`src/hdl/pci_pkg.sv`:
```
// ==========================================================================
// PCI-style shared bus definitions
// word and field widths, AD layout of the address phase, bus commands,
// initiator and target FSM encodings
// ==========================================================================
package pci_pkg;

    localparam int DATA_W = 32;     // AD width
    localparam int ID_W   = 8;      // target id field
    localparam int WORD_W = 8;      // start word field
    localparam int LEN_W  = 3;      // burst length, 1..8 words

    // address phase layout on AD
    localparam int AD_WORD_LSB = 0;     // start word index in AD[7:0]
    localparam int AD_ID_LSB   = 8;     // target id in AD[15:8]

    // cycles after the address phase with no devsel before master abort
    localparam int DEVSEL_TIMEOUT = 3;

    typedef logic [DATA_W-1:0] data_t;
    typedef logic [ID_W-1:0]   dev_id_t;
    typedef logic [WORD_W-1:0] word_idx_t;
    typedef logic [LEN_W-1:0]  burst_len_t;    // word count minus one

    // command code on cbe during the address phase
    typedef enum logic [3:0] {
        CMD_READ  = 4'b0000,
        CMD_WRITE = 4'b1000
    } bus_cmd_e;

    typedef enum logic [2:0] {
        I_IDLE,     // waiting for a host command
        I_REQ,      // req_n low, waiting for grant and idle bus
        I_ADDR,     // one address phase cycle
        I_DATA,     // data phases until last word or abort
        I_DONE      // completion pulse
    } init_state_e;

    typedef enum logic [1:0] {
        T_IDLE,     // snooping for address phases
        T_DATA,     // claimed, devsel/trdy low
        T_TURN      // one turnaround cycle
    } tgt_state_e;

endpackage
```
`src/hdl/pci_bus_sys.sv`:
```
// ==========================================================================
// PCI-style shared bus system
// arbiter plus one initiator and one target per device; strobes are
// ANDed and AD/cbe shares ORed into the shared bus
// ==========================================================================
`timescale 1ns/1ps

module pci_bus_sys #(
    parameter int NUM_DEV   = 2,
    parameter int MEM_WORDS = 16
) (
    input  logic                                 clk,
    input  logic                                 arst_n,
    input  logic [NUM_DEV-1:0]                   cmd_valid,
    output logic [NUM_DEV-1:0]                   cmd_ready,
    input  logic [NUM_DEV-1:0]                   cmd_write,
    input  pci_pkg::dev_id_t    [NUM_DEV-1:0]    cmd_id,
    input  pci_pkg::word_idx_t  [NUM_DEV-1:0]    cmd_word,
    input  pci_pkg::burst_len_t [NUM_DEV-1:0]    cmd_len,
    input  logic [NUM_DEV-1:0]                   wr_valid,
    output logic [NUM_DEV-1:0]                   wr_ready,
    input  pci_pkg::data_t      [NUM_DEV-1:0]    wr_data,
    output logic [NUM_DEV-1:0]                   rd_valid,
    input  logic [NUM_DEV-1:0]                   rd_ready,
    output pci_pkg::data_t      [NUM_DEV-1:0]    rd_data,
    output logic [NUM_DEV-1:0]                   done,
    output logic [NUM_DEV-1:0]                   done_err
);
    import pci_pkg::*;

    logic [NUM_DEV-1:0]      req_n;
    logic [NUM_DEV-1:0]      gnt_n;
    logic [NUM_DEV-1:0]      frame_drv_n;
    logic [NUM_DEV-1:0]      irdy_drv_n;
    logic [NUM_DEV-1:0]      devsel_drv_n;
    logic [NUM_DEV-1:0]      trdy_drv_n;
    data_t [NUM_DEV-1:0]     ad_init;       // initiator AD shares
    data_t [NUM_DEV-1:0]     ad_tgt;        // target AD shares
    logic [NUM_DEV-1:0][3:0] cbe_drv;
    logic                    frame_n;
    logic                    irdy_n;
    logic                    devsel_n;
    logic                    trdy_n;
    data_t                   ad;
    logic [3:0]              cbe;

    // wired-AND of the active-low strobes
    assign frame_n  = &frame_drv_n;
    assign irdy_n   = &irdy_drv_n;
    assign devsel_n = &devsel_drv_n;
    assign trdy_n   = &trdy_drv_n;

    // idle drivers put zero on AD/cbe, so OR gives the active one
    always_comb
    begin
        ad  = '0;
        cbe = '0;
        for (int d = 0; d < NUM_DEV; d++)
        begin
            ad  = ad | ad_init[d] | ad_tgt[d];
            cbe = cbe | cbe_drv[d];
        end
    end

    pci_arbiter #(
        .NUM_DEV (NUM_DEV)
    ) arb_i (
        .clk     (clk),
        .arst_n  (arst_n),
        .req_n   (req_n),
        .frame_n (frame_n),
        .irdy_n  (irdy_n),
        .gnt_n   (gnt_n)
    );

    for (genvar d = 0; d < NUM_DEV; d++)
    begin : g_dev
        pci_initiator #(
            .DEV_ID (d + 1)             // id 0 is never a device
        ) init_i (
            .clk         (clk),
            .arst_n      (arst_n),
            .cmd_valid   (cmd_valid[d]),
            .cmd_write   (cmd_write[d]),
            .cmd_id      (cmd_id[d]),
            .cmd_word    (cmd_word[d]),
            .cmd_len     (cmd_len[d]),
            .wr_valid    (wr_valid[d]),
            .wr_data     (wr_data[d]),
            .rd_ready    (rd_ready[d]),
            .gnt_n       (gnt_n[d]),
            .frame_n     (frame_n),
            .irdy_n      (irdy_n),
            .devsel_n    (devsel_n),
            .trdy_n      (trdy_n),
            .ad          (ad),
            .cmd_ready   (cmd_ready[d]),
            .wr_ready    (wr_ready[d]),
            .rd_valid    (rd_valid[d]),
            .rd_data     (rd_data[d]),
            .done        (done[d]),
            .done_err    (done_err[d]),
            .req_n       (req_n[d]),
            .frame_drv_n (frame_drv_n[d]),
            .irdy_drv_n  (irdy_drv_n[d]),
            .ad_drv      (ad_init[d]),
            .cbe_drv     (cbe_drv[d])
        );

        pci_target #(
            .DEV_ID    (d + 1),
            .MEM_WORDS (MEM_WORDS)
        ) tgt_i (
            .clk          (clk),
            .arst_n       (arst_n),
            .frame_n      (frame_n),
            .irdy_n       (irdy_n),
            .cbe          (cbe),
            .ad           (ad),
            .devsel_drv_n (devsel_drv_n[d]),
            .trdy_drv_n   (trdy_drv_n[d]),
            .ad_drv       (ad_tgt[d])
        );
    end

endmodule

```
`src/hdl/pci_target.sv`:
```
// ==========================================================================
// PCI bus target
// claims address phases carrying its own id, then writes AD into its word
// memory or drives memory words, index wrapping; turnaround after a burst
// ==========================================================================
`timescale 1ns/1ps

module pci_target #(
    parameter int DEV_ID    = 1,
    parameter int MEM_WORDS = 16
) (
    input  logic           clk,
    input  logic           arst_n,
    input  logic           frame_n,
    input  logic           irdy_n,
    input  logic [3:0]     cbe,
    input  pci_pkg::data_t ad,
    output logic           devsel_drv_n,
    output logic           trdy_drv_n,
    output pci_pkg::data_t ad_drv
);
    import pci_pkg::*;

    localparam int IDX_W = (MEM_WORDS > 1) ? $clog2(MEM_WORDS) : 1;

    tgt_state_e       state;
    bus_cmd_e         cmd_q;
    logic [IDX_W-1:0] idx_q;            // current word index
    logic             idle_q;           // bus was idle last cycle
    logic             addr_hit;
    logic             xfer;
    word_idx_t        start_word;
    data_t            mem [MEM_WORDS];

    assign start_word = ad[AD_WORD_LSB +: WORD_W];
    // frame falling after an idle cycle, id match
    assign addr_hit = (state == T_IDLE) && idle_q && !frame_n
                      && (ad[AD_ID_LSB +: ID_W] == dev_id_t'(DEV_ID));
    assign xfer     = (state == T_DATA) && !irdy_n;   // own trdy is low in T_DATA

    always_ff @(posedge clk or negedge arst_n)
    begin
        if (!arst_n)
        begin
            state  <= T_IDLE;
            idle_q <= 1'b1;
        end
        else
        begin
            idle_q <= frame_n & irdy_n;
            case (state)
                T_IDLE: if (addr_hit) state <= T_DATA;
                T_DATA: if (xfer && frame_n) state <= T_TURN;   // last data phase
                T_TURN: state <= T_IDLE;
                default: state <= T_IDLE;
            endcase
        end
    end

    // latched command, index and memory
    always_ff @(posedge clk)
    begin
        if (addr_hit)
        begin
            cmd_q <= bus_cmd_e'(cbe);
            idx_q <= IDX_W'(start_word % MEM_WORDS);
        end
        else if (xfer)
            idx_q <= (idx_q == IDX_W'(MEM_WORDS - 1)) ? '0 : idx_q + 1'b1;   // wrap
        if (xfer && (cmd_q == CMD_WRITE))
            mem[idx_q] <= ad;
    end

    assign devsel_drv_n = (state != T_DATA);
    assign trdy_drv_n   = (state != T_DATA);     // no wait states on the target side
    assign ad_drv       = ((state == T_DATA) && (cmd_q == CMD_READ)) ? mem[idx_q] : '0;

    // initiator must not leave the bus idle while this target is claimed
    a_no_idle_claim : assert property (@(posedge clk) disable iff (!arst_n)
        (state == T_DATA) |-> !(frame_n && irdy_n))
        else $error("target %0d saw an idle bus mid-burst", DEV_ID);

endmodule

```
`src/hdl/pci_initiator.sv`:
```
// ==========================================================================
// PCI bus initiator
// accepts a burst command, requests the bus, drives the address phase and
// one word per data phase; one-entry read register, devsel timeout abort
// ==========================================================================
`timescale 1ns/1ps

module pci_initiator #(
    parameter int DEV_ID = 1
) (
    input  logic                clk,
    input  logic                arst_n,
    input  logic                cmd_valid,
    input  logic                cmd_write,
    input  pci_pkg::dev_id_t    cmd_id,
    input  pci_pkg::word_idx_t  cmd_word,
    input  pci_pkg::burst_len_t cmd_len,
    input  logic                wr_valid,
    input  pci_pkg::data_t      wr_data,
    input  logic                rd_ready,
    input  logic                gnt_n,
    input  logic                frame_n,
    input  logic                irdy_n,
    input  logic                devsel_n,
    input  logic                trdy_n,
    input  pci_pkg::data_t      ad,
    output logic                cmd_ready,
    output logic                wr_ready,
    output logic                rd_valid,
    output pci_pkg::data_t      rd_data,
    output logic                done,
    output logic                done_err,
    output logic                req_n,
    output logic                frame_drv_n,
    output logic                irdy_drv_n,
    output pci_pkg::data_t      ad_drv,
    output logic [3:0]          cbe_drv
);
    import pci_pkg::*;

    localparam int TO_W = $clog2(DEVSEL_TIMEOUT);

    init_state_e     state;
    init_state_e     state_nxt;
    bus_cmd_e        cmd_q;
    dev_id_t         id_q;
    word_idx_t       word_q;
    burst_len_t      remain_q;          // words left minus one
    logic [TO_W-1:0] to_cnt;
    logic            abort_q;
    logic            accept;
    logic            bus_idle;
    logic            host_rdy;
    logic            xfer;
    logic            last;
    logic            timeout;

    assign accept   = cmd_valid && cmd_ready;
    assign bus_idle = frame_n & irdy_n;
    // write needs a word from the host, read needs room in the register
    assign host_rdy = (cmd_q == CMD_WRITE) ? wr_valid : (!rd_valid || rd_ready);
    assign xfer     = (state == I_DATA) && !irdy_drv_n && !trdy_n;
    assign last     = (remain_q == '0);
    // last cycle of the devsel window, nobody claimed
    assign timeout  = (state == I_DATA) && devsel_n
                      && (to_cnt == TO_W'(DEVSEL_TIMEOUT - 2));

    always_comb
    begin
        state_nxt = state;
        case (state)
            I_IDLE: if (accept) state_nxt = I_REQ;
            I_REQ:  if (!gnt_n && bus_idle) state_nxt = I_ADDR;
            I_ADDR: state_nxt = I_DATA;         // single address cycle
            I_DATA: if ((xfer && last) || timeout) state_nxt = I_DONE;
            I_DONE: state_nxt = I_IDLE;
            default: state_nxt = I_IDLE;
        endcase
    end

    always_ff @(posedge clk or negedge arst_n)
    begin
        if (!arst_n)
        begin
            state     <= I_IDLE;
            cmd_ready <= 1'b0;
            remain_q  <= '0;
            to_cnt    <= '0;
            abort_q   <= 1'b0;
            rd_valid  <= 1'b0;
        end
        else
        begin
            state     <= state_nxt;
            cmd_ready <= (state_nxt == I_IDLE);   // held low out of reset
            if (accept)
                remain_q <= cmd_len;
            else if (xfer)
                remain_q <= remain_q - 1'b1;
            if (state == I_ADDR)
                to_cnt <= '0;                     // window opens after address
            else if ((state == I_DATA) && devsel_n)
                to_cnt <= to_cnt + 1'b1;
            if (accept)
                abort_q <= 1'b0;
            else if (timeout)
                abort_q <= 1'b1;                  // master abort, reported on done
            if (xfer && (cmd_q == CMD_READ))
                rd_valid <= 1'b1;
            else if (rd_ready)
                rd_valid <= 1'b0;
        end
    end

    // command and read word payload
    always_ff @(posedge clk)
    begin
        if (accept)
        begin
            cmd_q  <= cmd_write ? CMD_WRITE : CMD_READ;
            id_q   <= cmd_id;
            word_q <= cmd_word;
        end
        if (xfer && (cmd_q == CMD_READ))
            rd_data <= ad;
    end

    assign req_n      = !((state == I_REQ) || (state == I_ADDR) || (state == I_DATA));
    assign irdy_drv_n = !((state == I_DATA) && host_rdy);
    // frame rises only together with irdy in the last phase, bus never looks idle
    assign frame_drv_n = !((state == I_ADDR)
                           || ((state == I_DATA) && (!last || irdy_drv_n)));
    assign wr_ready   = (state == I_DATA) && (cmd_q == CMD_WRITE) && !trdy_n;
    assign done       = (state == I_DONE);
    assign done_err   = (state == I_DONE) && abort_q;

    always_comb
    begin
        ad_drv  = '0;                   // idle share, ORed at the top
        cbe_drv = '0;
        if (state == I_ADDR)
        begin
            ad_drv[AD_ID_LSB +: ID_W]     = id_q;
            ad_drv[AD_WORD_LSB +: WORD_W] = word_q;
            cbe_drv                       = cmd_q;
        end
        else if ((state == I_DATA) && (cmd_q == CMD_WRITE))
            ad_drv = wr_data;
    end

    a_no_self : assert property (@(posedge clk) disable iff (!arst_n)
        accept |-> (cmd_id != dev_id_t'(DEV_ID)))
        else $error("device %0d addressed itself", DEV_ID);

    // address phase decided on a cycle where the grant was ours
    a_frame_gnt : assert property (@(posedge clk) disable iff (!arst_n)
        $fell(frame_drv_n) |-> $past(!gnt_n))
        else $error("device %0d drove frame without grant", DEV_ID);

endmodule

```
`src/hdl/pci_arbiter.sv`:
```
// ==========================================================================
// PCI bus arbiter
// fixed priority, highest device index wins; registered one-hot active-low
// grant which only moves while the bus is idle
// ==========================================================================
`timescale 1ns/1ps

module pci_arbiter #(
    parameter int NUM_DEV = 2
) (
    input  logic               clk,
    input  logic               arst_n,
    input  logic [NUM_DEV-1:0] req_n,
    input  logic               frame_n,
    input  logic               irdy_n,
    output logic [NUM_DEV-1:0] gnt_n
);

    logic               bus_idle;
    logic [NUM_DEV-1:0] gnt_nxt_n;

    assign bus_idle = frame_n & irdy_n;     // no address or data phase

    // later (higher) index overrides lower ones
    always_comb
    begin
        gnt_nxt_n = '1;
        for (int i = 0; i < NUM_DEV; i++)
        begin
            if (!req_n[i])
            begin
                gnt_nxt_n    = '1;
                gnt_nxt_n[i] = 1'b0;
            end
        end
    end

    // owner keeps the grant through its burst
    always_ff @(posedge clk or negedge arst_n)
    begin
        if (!arst_n)
            gnt_n <= '1;                    // nobody granted
        else if (bus_idle)
            gnt_n <= gnt_nxt_n;
    end

    a_gnt_onehot : assert property (@(posedge clk) disable iff (!arst_n)
        $onehot0(~gnt_n))
        else $error("more than one gnt_n low: %b", gnt_n);

endmodule

```
`config.mk`:
```
export PLATFORM = sky130hd
export DESIGN_NAME = pci_bus_sys
export DESIGN_NICKNAME = d
export VERILOG_FILES = /design/src/hdl/pci_pkg.sv /design/src/hdl/pci_bus_sys.sv /design/src/hdl/pci_target.sv /design/src/hdl/pci_initiator.sv /design/src/hdl/pci_arbiter.sv
export SDC_FILE = /design/constraint.sdc
export NUM_CORES = 1
export LEC_CHECK = 0
export BUFFER_PORTS_ARGS = -buffer_cell sky130_fd_sc_hd__buf_2
export CORE_MARGIN = 5
export CORE_UTILIZATION = 45
export DETAILED_ROUTE_END_ITERATION = 10
export PLACE_DENSITY = 0.72
export SLEW_MARGIN = 20
export SYNTH_ARGS = -nofsm -noshare
export SYNTH_HDL_FRONTEND = slang
export SYNTH_SLANG_ARGS = --single-unit
```
`constraint.sdc`:
```
create_clock -name clk -period 10.6 [get_ports clk]
set_clock_uncertainty 0.05 [all_clocks]
set_input_delay 1.59 -clock clk [delete_from_list [all_inputs] [get_ports clk]]
set_output_delay 1.59 -clock clk [all_outputs]
set_load 0.02 [all_outputs]
```
# Word-level counts from Yosys, hierarchy flattened
# Memories as Yosys holds them, arrays and structs flattened. A register that Yosys moved wholly into a read port is not among the register bits.
# Index checks and enable logic that the tools add are counted.
# totals
ff_bits,149
latch_bits,0
ramBits,1024
romBits,0
inputBits,112
out_inout_bits,74
wordCells,217
memories,2
# classes
addsub,6
multipliers,0
n_div,0
n_lt_le_gt_ge,0
eq_ne,26
shifts,0
mux,58
bitwise_logic,5
n_reduce_logical,92
# mem_list
memory,depth,width,rd,rd_clocked_by_memory_dff,write_ports,line,text
g_dev[0].tgt_i.mem,16,32,1,1,1,pci_target.sv:33,data_t mem [MEM_WORDS];
g_dev[1].tgt_i.mem,16,32,1,1,1,pci_target.sv:33,
# ops
cell,count
32-bit two-way mux,4
32-bit bitwise OR,3
16-bit two-way mux,4
4-bit two-way mux,12
1-bit logical AND,40
3-bit two-way mux,10
"4-bit equality test, second input constant",6
3-bit one-hot mux with 4 select lines,2
2-bit nonzero test,10
3-bit zero test,6
2-bit two-way mux,9
4-bit zero test,4
1-bit two-way mux,15
1-bit zero test,13
"3-bit by 2-bit equality test with 1-bit output, second input constant",4
1-bit logical OR,12
"2-bit by 1-bit inequality test with 1-bit output, second input constant",6
2-bit AND reduction,5
"4-bit by 1-bit adder with 4-bit output, second input constant",2
"2-bit by 1-bit equality test with 1-bit output, second input constant",4
"8-bit by 1-bit equality test with 1-bit output, second input constant",1
"8-bit by 2-bit equality test with 1-bit output, second input constant",1
2-bit one-hot mux with 2 select lines,2
"3-bit by 1-bit equality test with 1-bit output, second input constant",2
other kinds (6),10

# Longest topological paths before layout
# logic_depth
ltp_word,15
ltp_mapped,12
ltp_nobuf,9

# Hierarchy
# From an unflattened synthesis, not the netlist that was laid out.
# hier_totals
hier_cells,2151
hier_area_um2,45623.8
# modules_own_cells
module,instances,cells_each,area_each_um2
pci_target at g_dev[0].tgt_i,1,892,20211.9
pci_target at g_dev[1].tgt_i,1,892,20193.1
pci_initiator,2,160,2419.8
pci_bus_sys,1,40,290.3
pci_arbiter,1,7,88.8

# Least setup slack after synthesis
# No wires, ideal clock.
# synth_path
path_type,input -> register
from,input wr_valid[1]
to,"memory g_dev[1].tgt_i.mem[0][0] in the netlist's numbering, enable pin"
t_arrival_ns,4.866
required_ns,10.089
slack_ns,5.223
path_stages,8
path_cell_list,nand2b_1 > nand3b_1 > and2_1 > clkbuf_1 > nor2_1 > clkbuf_1 > nand3_1 > nor3_1
# synth_between
elab_chain_len,9
# synth_lines
item,line,text
from (decl),pci_bus_sys.sv:20,"input logic [NUM_DEV-1:0] wr_valid,"
1-bit two-way mux,pci_initiator.sv:61,assign host_rdy = (cmd_q == CMD_WRITE) ? wr_valid : (!rd_valid || rd_ready);
1-bit logical AND,pci_initiator.sv:129,assign irdy_drv_n = !((state == I_DATA) && host_rdy);
1-bit zero test,pci_initiator.sv:129,
2-bit AND reduction,pci_bus_sys.sv:49,assign irdy_n = &irdy_drv_n;
1-bit zero test,pci_target.sv:39,assign xfer = (state == T_DATA) && !irdy_n;
1-bit logical AND,pci_target.sv:39,
1-bit logical AND,pci_target.sv:70,if (xfer && (cmd_q == CMD_WRITE))
1-bit two-way mux,pci_target.sv:70,
1-bit two-way mux (implied by the code),pci_target.sv:71,mem[idx_q] <= ad;
to (decl),pci_target.sv:33,
# Every way passes these cells.

==> reports/qor.yml <==
post_cts_resize_count: 0
grt_setup_unrepaired: "no"
drc: 0
vias: 22500
tritoncts: "built"
post-route-min-period_ns: 4.92
synth-async-reset-ratio_pct: 2.48
end_kind: "flip-flop"
min_path_type: "reg -> reg"
dieArea_sq_um: 107000
setup_violations: 0
drtPass1Iterations: 6
hold_path_end: "arb_i.gnt_n[1]"
cts_setup_buffers: 0
cap_viol_max_count: 0
synth_edf_count: 1132
ir_drop_mv: 0.164
row_count: 116
syn_avg_cell_area_sq_um: 21.6
ios: 186
combPwrFrac_pct: 17.9
cts_hold_buf: 0
worstPathMaxFanout: 66
worstPathCellList: "buf_4, and2_1, a22oi_1, and3_1, nor4_1, nand4b_1, nor3_4, mux2_2"
power_density_nw_per_um2: 238
grt_pass1_vias: 23100
clk_path_buf_depth: 3
leakage_nw: 17.0
hold-worst-slack_ns: 0.441
drive_above_1_share_pct: 31.3
grt_use_total_pct: 20.3
seq_power_share_pct: 49.8
clk_pin_slew_ns: 0.06
syn_to_final_growth_pct: 14.2
synth_seq_area_share_pct: 77.2
grt_pass1_wl_um: 160000
cts_num_sinks: 1169
max_freq_mhz: 203
slew_violations: 0
fin_ws_ns: 5.68
outcome: "completed"
fin_tns_setup_ns: 0
numCtsBuffers: 109
clockPowerShare_pct: 32.3
p_int_mw: 8.92
syn-instance-count: 2096
final_nets: 2463
power_mw: 12.3
grt_overflow_total: 0
swShare_pct: 27.2
synth_warnings: 0
h-tree-depth: 3
initialDrtViolationCount: 2773
ys_types: 64
vias_per_cell: 6.04
crit_arrival_ns: 5.31
worstPathRequired_ns: 11.00
critPathKind: "reg -> reg"
drt-total-wl_um: 109000
ant_nets: 0
min-delay-start: "arb_i.gnt_n[1]"
place_ws_ns: 5.11
core_area_sq_um: 99900
root_buffer: "clkbuf_16"
synth-main-ff-cell: "edfxtp_1"
fill_cells: 7602
rr_endpoint: "g_dev[1].tgt_i.idx_q[1]"
synth_nets: 2222
syn-cell-area_sq_um: 45200
die_x_um: 327
rrSetupSlack_ns: 5.68
clock_latency_ns: 0.70
synth_top_area_share_pct: 75.2
cp_slowest_cell: "dfxtp_4"
synth_area_leaders: "edfxtp_1 75%, mux4_2 13%, mux2i_1 1.8%"
cp_slowest_stage_delay_ns: 0.88
fin_crit_sh_pct: 46.4
hpwl_um: 62000
min_path_cells: 2
final_cell_area_sq_um: 51600
r2r_cells: 8
synth_common_cells: "1,132 x edfxtp_1, 269 x mux4_2, 80 x mux2i_1, 77 x nand2_1, 72 x a22oi_1"
worst_pin_slew_ns: 1.10
switchingPower_mw: 3.34
yosysMostFrequentCell: "edfxtp_1"
slew_headroom_pct: 26.5
port-buffer-count: 185
synth_largest_area_cell: "edfxtp_1"
ys_ff_latch: 1169
grt_max_degree: 114
grt_antenna_before_repair: 1
wire_per_inst_um: 29.3
gp_congestion: 0.855
die_y_um: 327
initial_utilization_pct: 45.3
hold_viol: 0
placed_area_sq_um: 47900
cp-start-kind: "flip-flop"
==> critical path, delay by kind of cell (launching register included) <==
kind,cells,cell delay [ns]
compound gates,1,0.15
simple gates,5,2.36
mux,1,0.41
flops,1,0.88
buf+inv,1,0.82
==> stage by stage <==
step | cells | util, %
detailed placement | 3523 | 48.0
global placement | 3523 | 48.0
finish | 3729 | 51.7
CTS | 3727 | 51.6
global route | 3728 | 51.7
floorplan | 2096 | -
==> layout make-up <==
class / instances / area, sq um / share of cell area (%)
Antenna cell: 1 / 2.50 / 0.00485
Clock buffer: 137 / 2880 / 5.59
Clock inverter: 67 / 763 / 1.48
Inverter: 31 / 116 / 0.226
Multi-Input combinational cell: 782 / 9910 / 19.2
Sequential cell: 1169 / 34900 / 67.7
Tap cell: 1298 / 1620 / 3.15
Timing Repair Buffer: 244 / 1390 / 2.69
==> per-layer routing <==
metal	track usage [%]	vias up	wire (um)
met1	28.4	11800	42500
met5	0	-	17
met4	5.40	2	2940
met3	6.69	197	13200
li1	-	9242	-
met2	31.3	1286	50600
==> state kept, by name, summed over array words and instances (netlist names), 6 cells and up, named ones only <==
| signal | cells |
|---|---|
| g_dev.init_i.remain_q | 6 |
| g_dev.tgt_i.idx_q | 8 |
| g_dev.init_i.word_q | 16 |
| g_dev.init_i.state | 6 |
| g_dev.init_i.rd_data | 64 |
| g_dev.tgt_i.mem | 1024 |
| g_dev.init_i.id_q | 16 |
==> cell families after synthesis <==
logic type	count (synthesis)	synth area share (%)
xor gates and xnor gates	6	0.116
DFF	1169	77.2
muxes	361	15.5
AOI/OAI and AO/OA	153	2.45
and+or+nand+nor	248	2.84
adders and majority gates	14	0.388
buffers and inverters	145	1.51
==> cell usage in the layout (no fill, tap or decap), types with 4 or more instances in the layout <==
cell / count
buf_2: 185
nor2b_1: 10
bufinv_16: 14
nand2_1: 68
inv_1: 29
a22oi_1: 72
mux4_2: 269
buf_4: 57
dfxtp_2: 4
ha_1: 14
clkinv_2: 20
nand3_1: 27
a31oi_1: 6
clkinv_1: 25
nand2_2: 9
mux2_2: 9
nor2_4: 24
nand4_1: 4
a222oi_1: 15
xnor2_1: 6
nor2_1: 26
o21ai_0: 23
nand3b_1: 5
clkbuf_1: 24
and3_1: 10
or3b_2: 4
and2_1: 8
dfrtp_1: 26
nor3_2: 10
edfxtp_1: 1132
dfxtp_4: 4
clkbuf_16: 110
mux2i_1: 80
a21oi_1: 13
nand2b_1: 7
or2_2: 4
a21o_1: 4
==> worst max path at each step <==
stage	from	endpoint	slack [ns]	cells past startpoint
6_report	flip-flop	g_dev[1].tgt_i.idx_q[1]	5.68	8
5_1_grt	flip-flop	flip-flop	5.40	8
4_1_cts	flip-flop	g_dev[1].tgt_i.idx_q[1]	5.11	8
3_5_place_dp	flip-flop	g_dev[1].tgt_i.idx_q[1]	5.11	8
3_3_place_gp	flip-flop	g_dev[1].tgt_i.idx_q[1]	5.37	8
2_1_floorplan	wr_valid[1]	g_dev[1].tgt_i.mem[0][0]	5.22	8
==> power by group through the flow <==
stage          Clock (mW)  Sequential [mW]  Combinational [mW]
2_1_floorplan           0             6.09                1.46
3_3_place_gp            0             6.21                2.05
3_5_place_dp            0             6.22                2.17
4_1_cts              4.01             6.13                2.18
5_1_grt              4.22             6.13                2.36
6_report             3.96             6.11                2.19
Power figures use the tool's default switching activity.
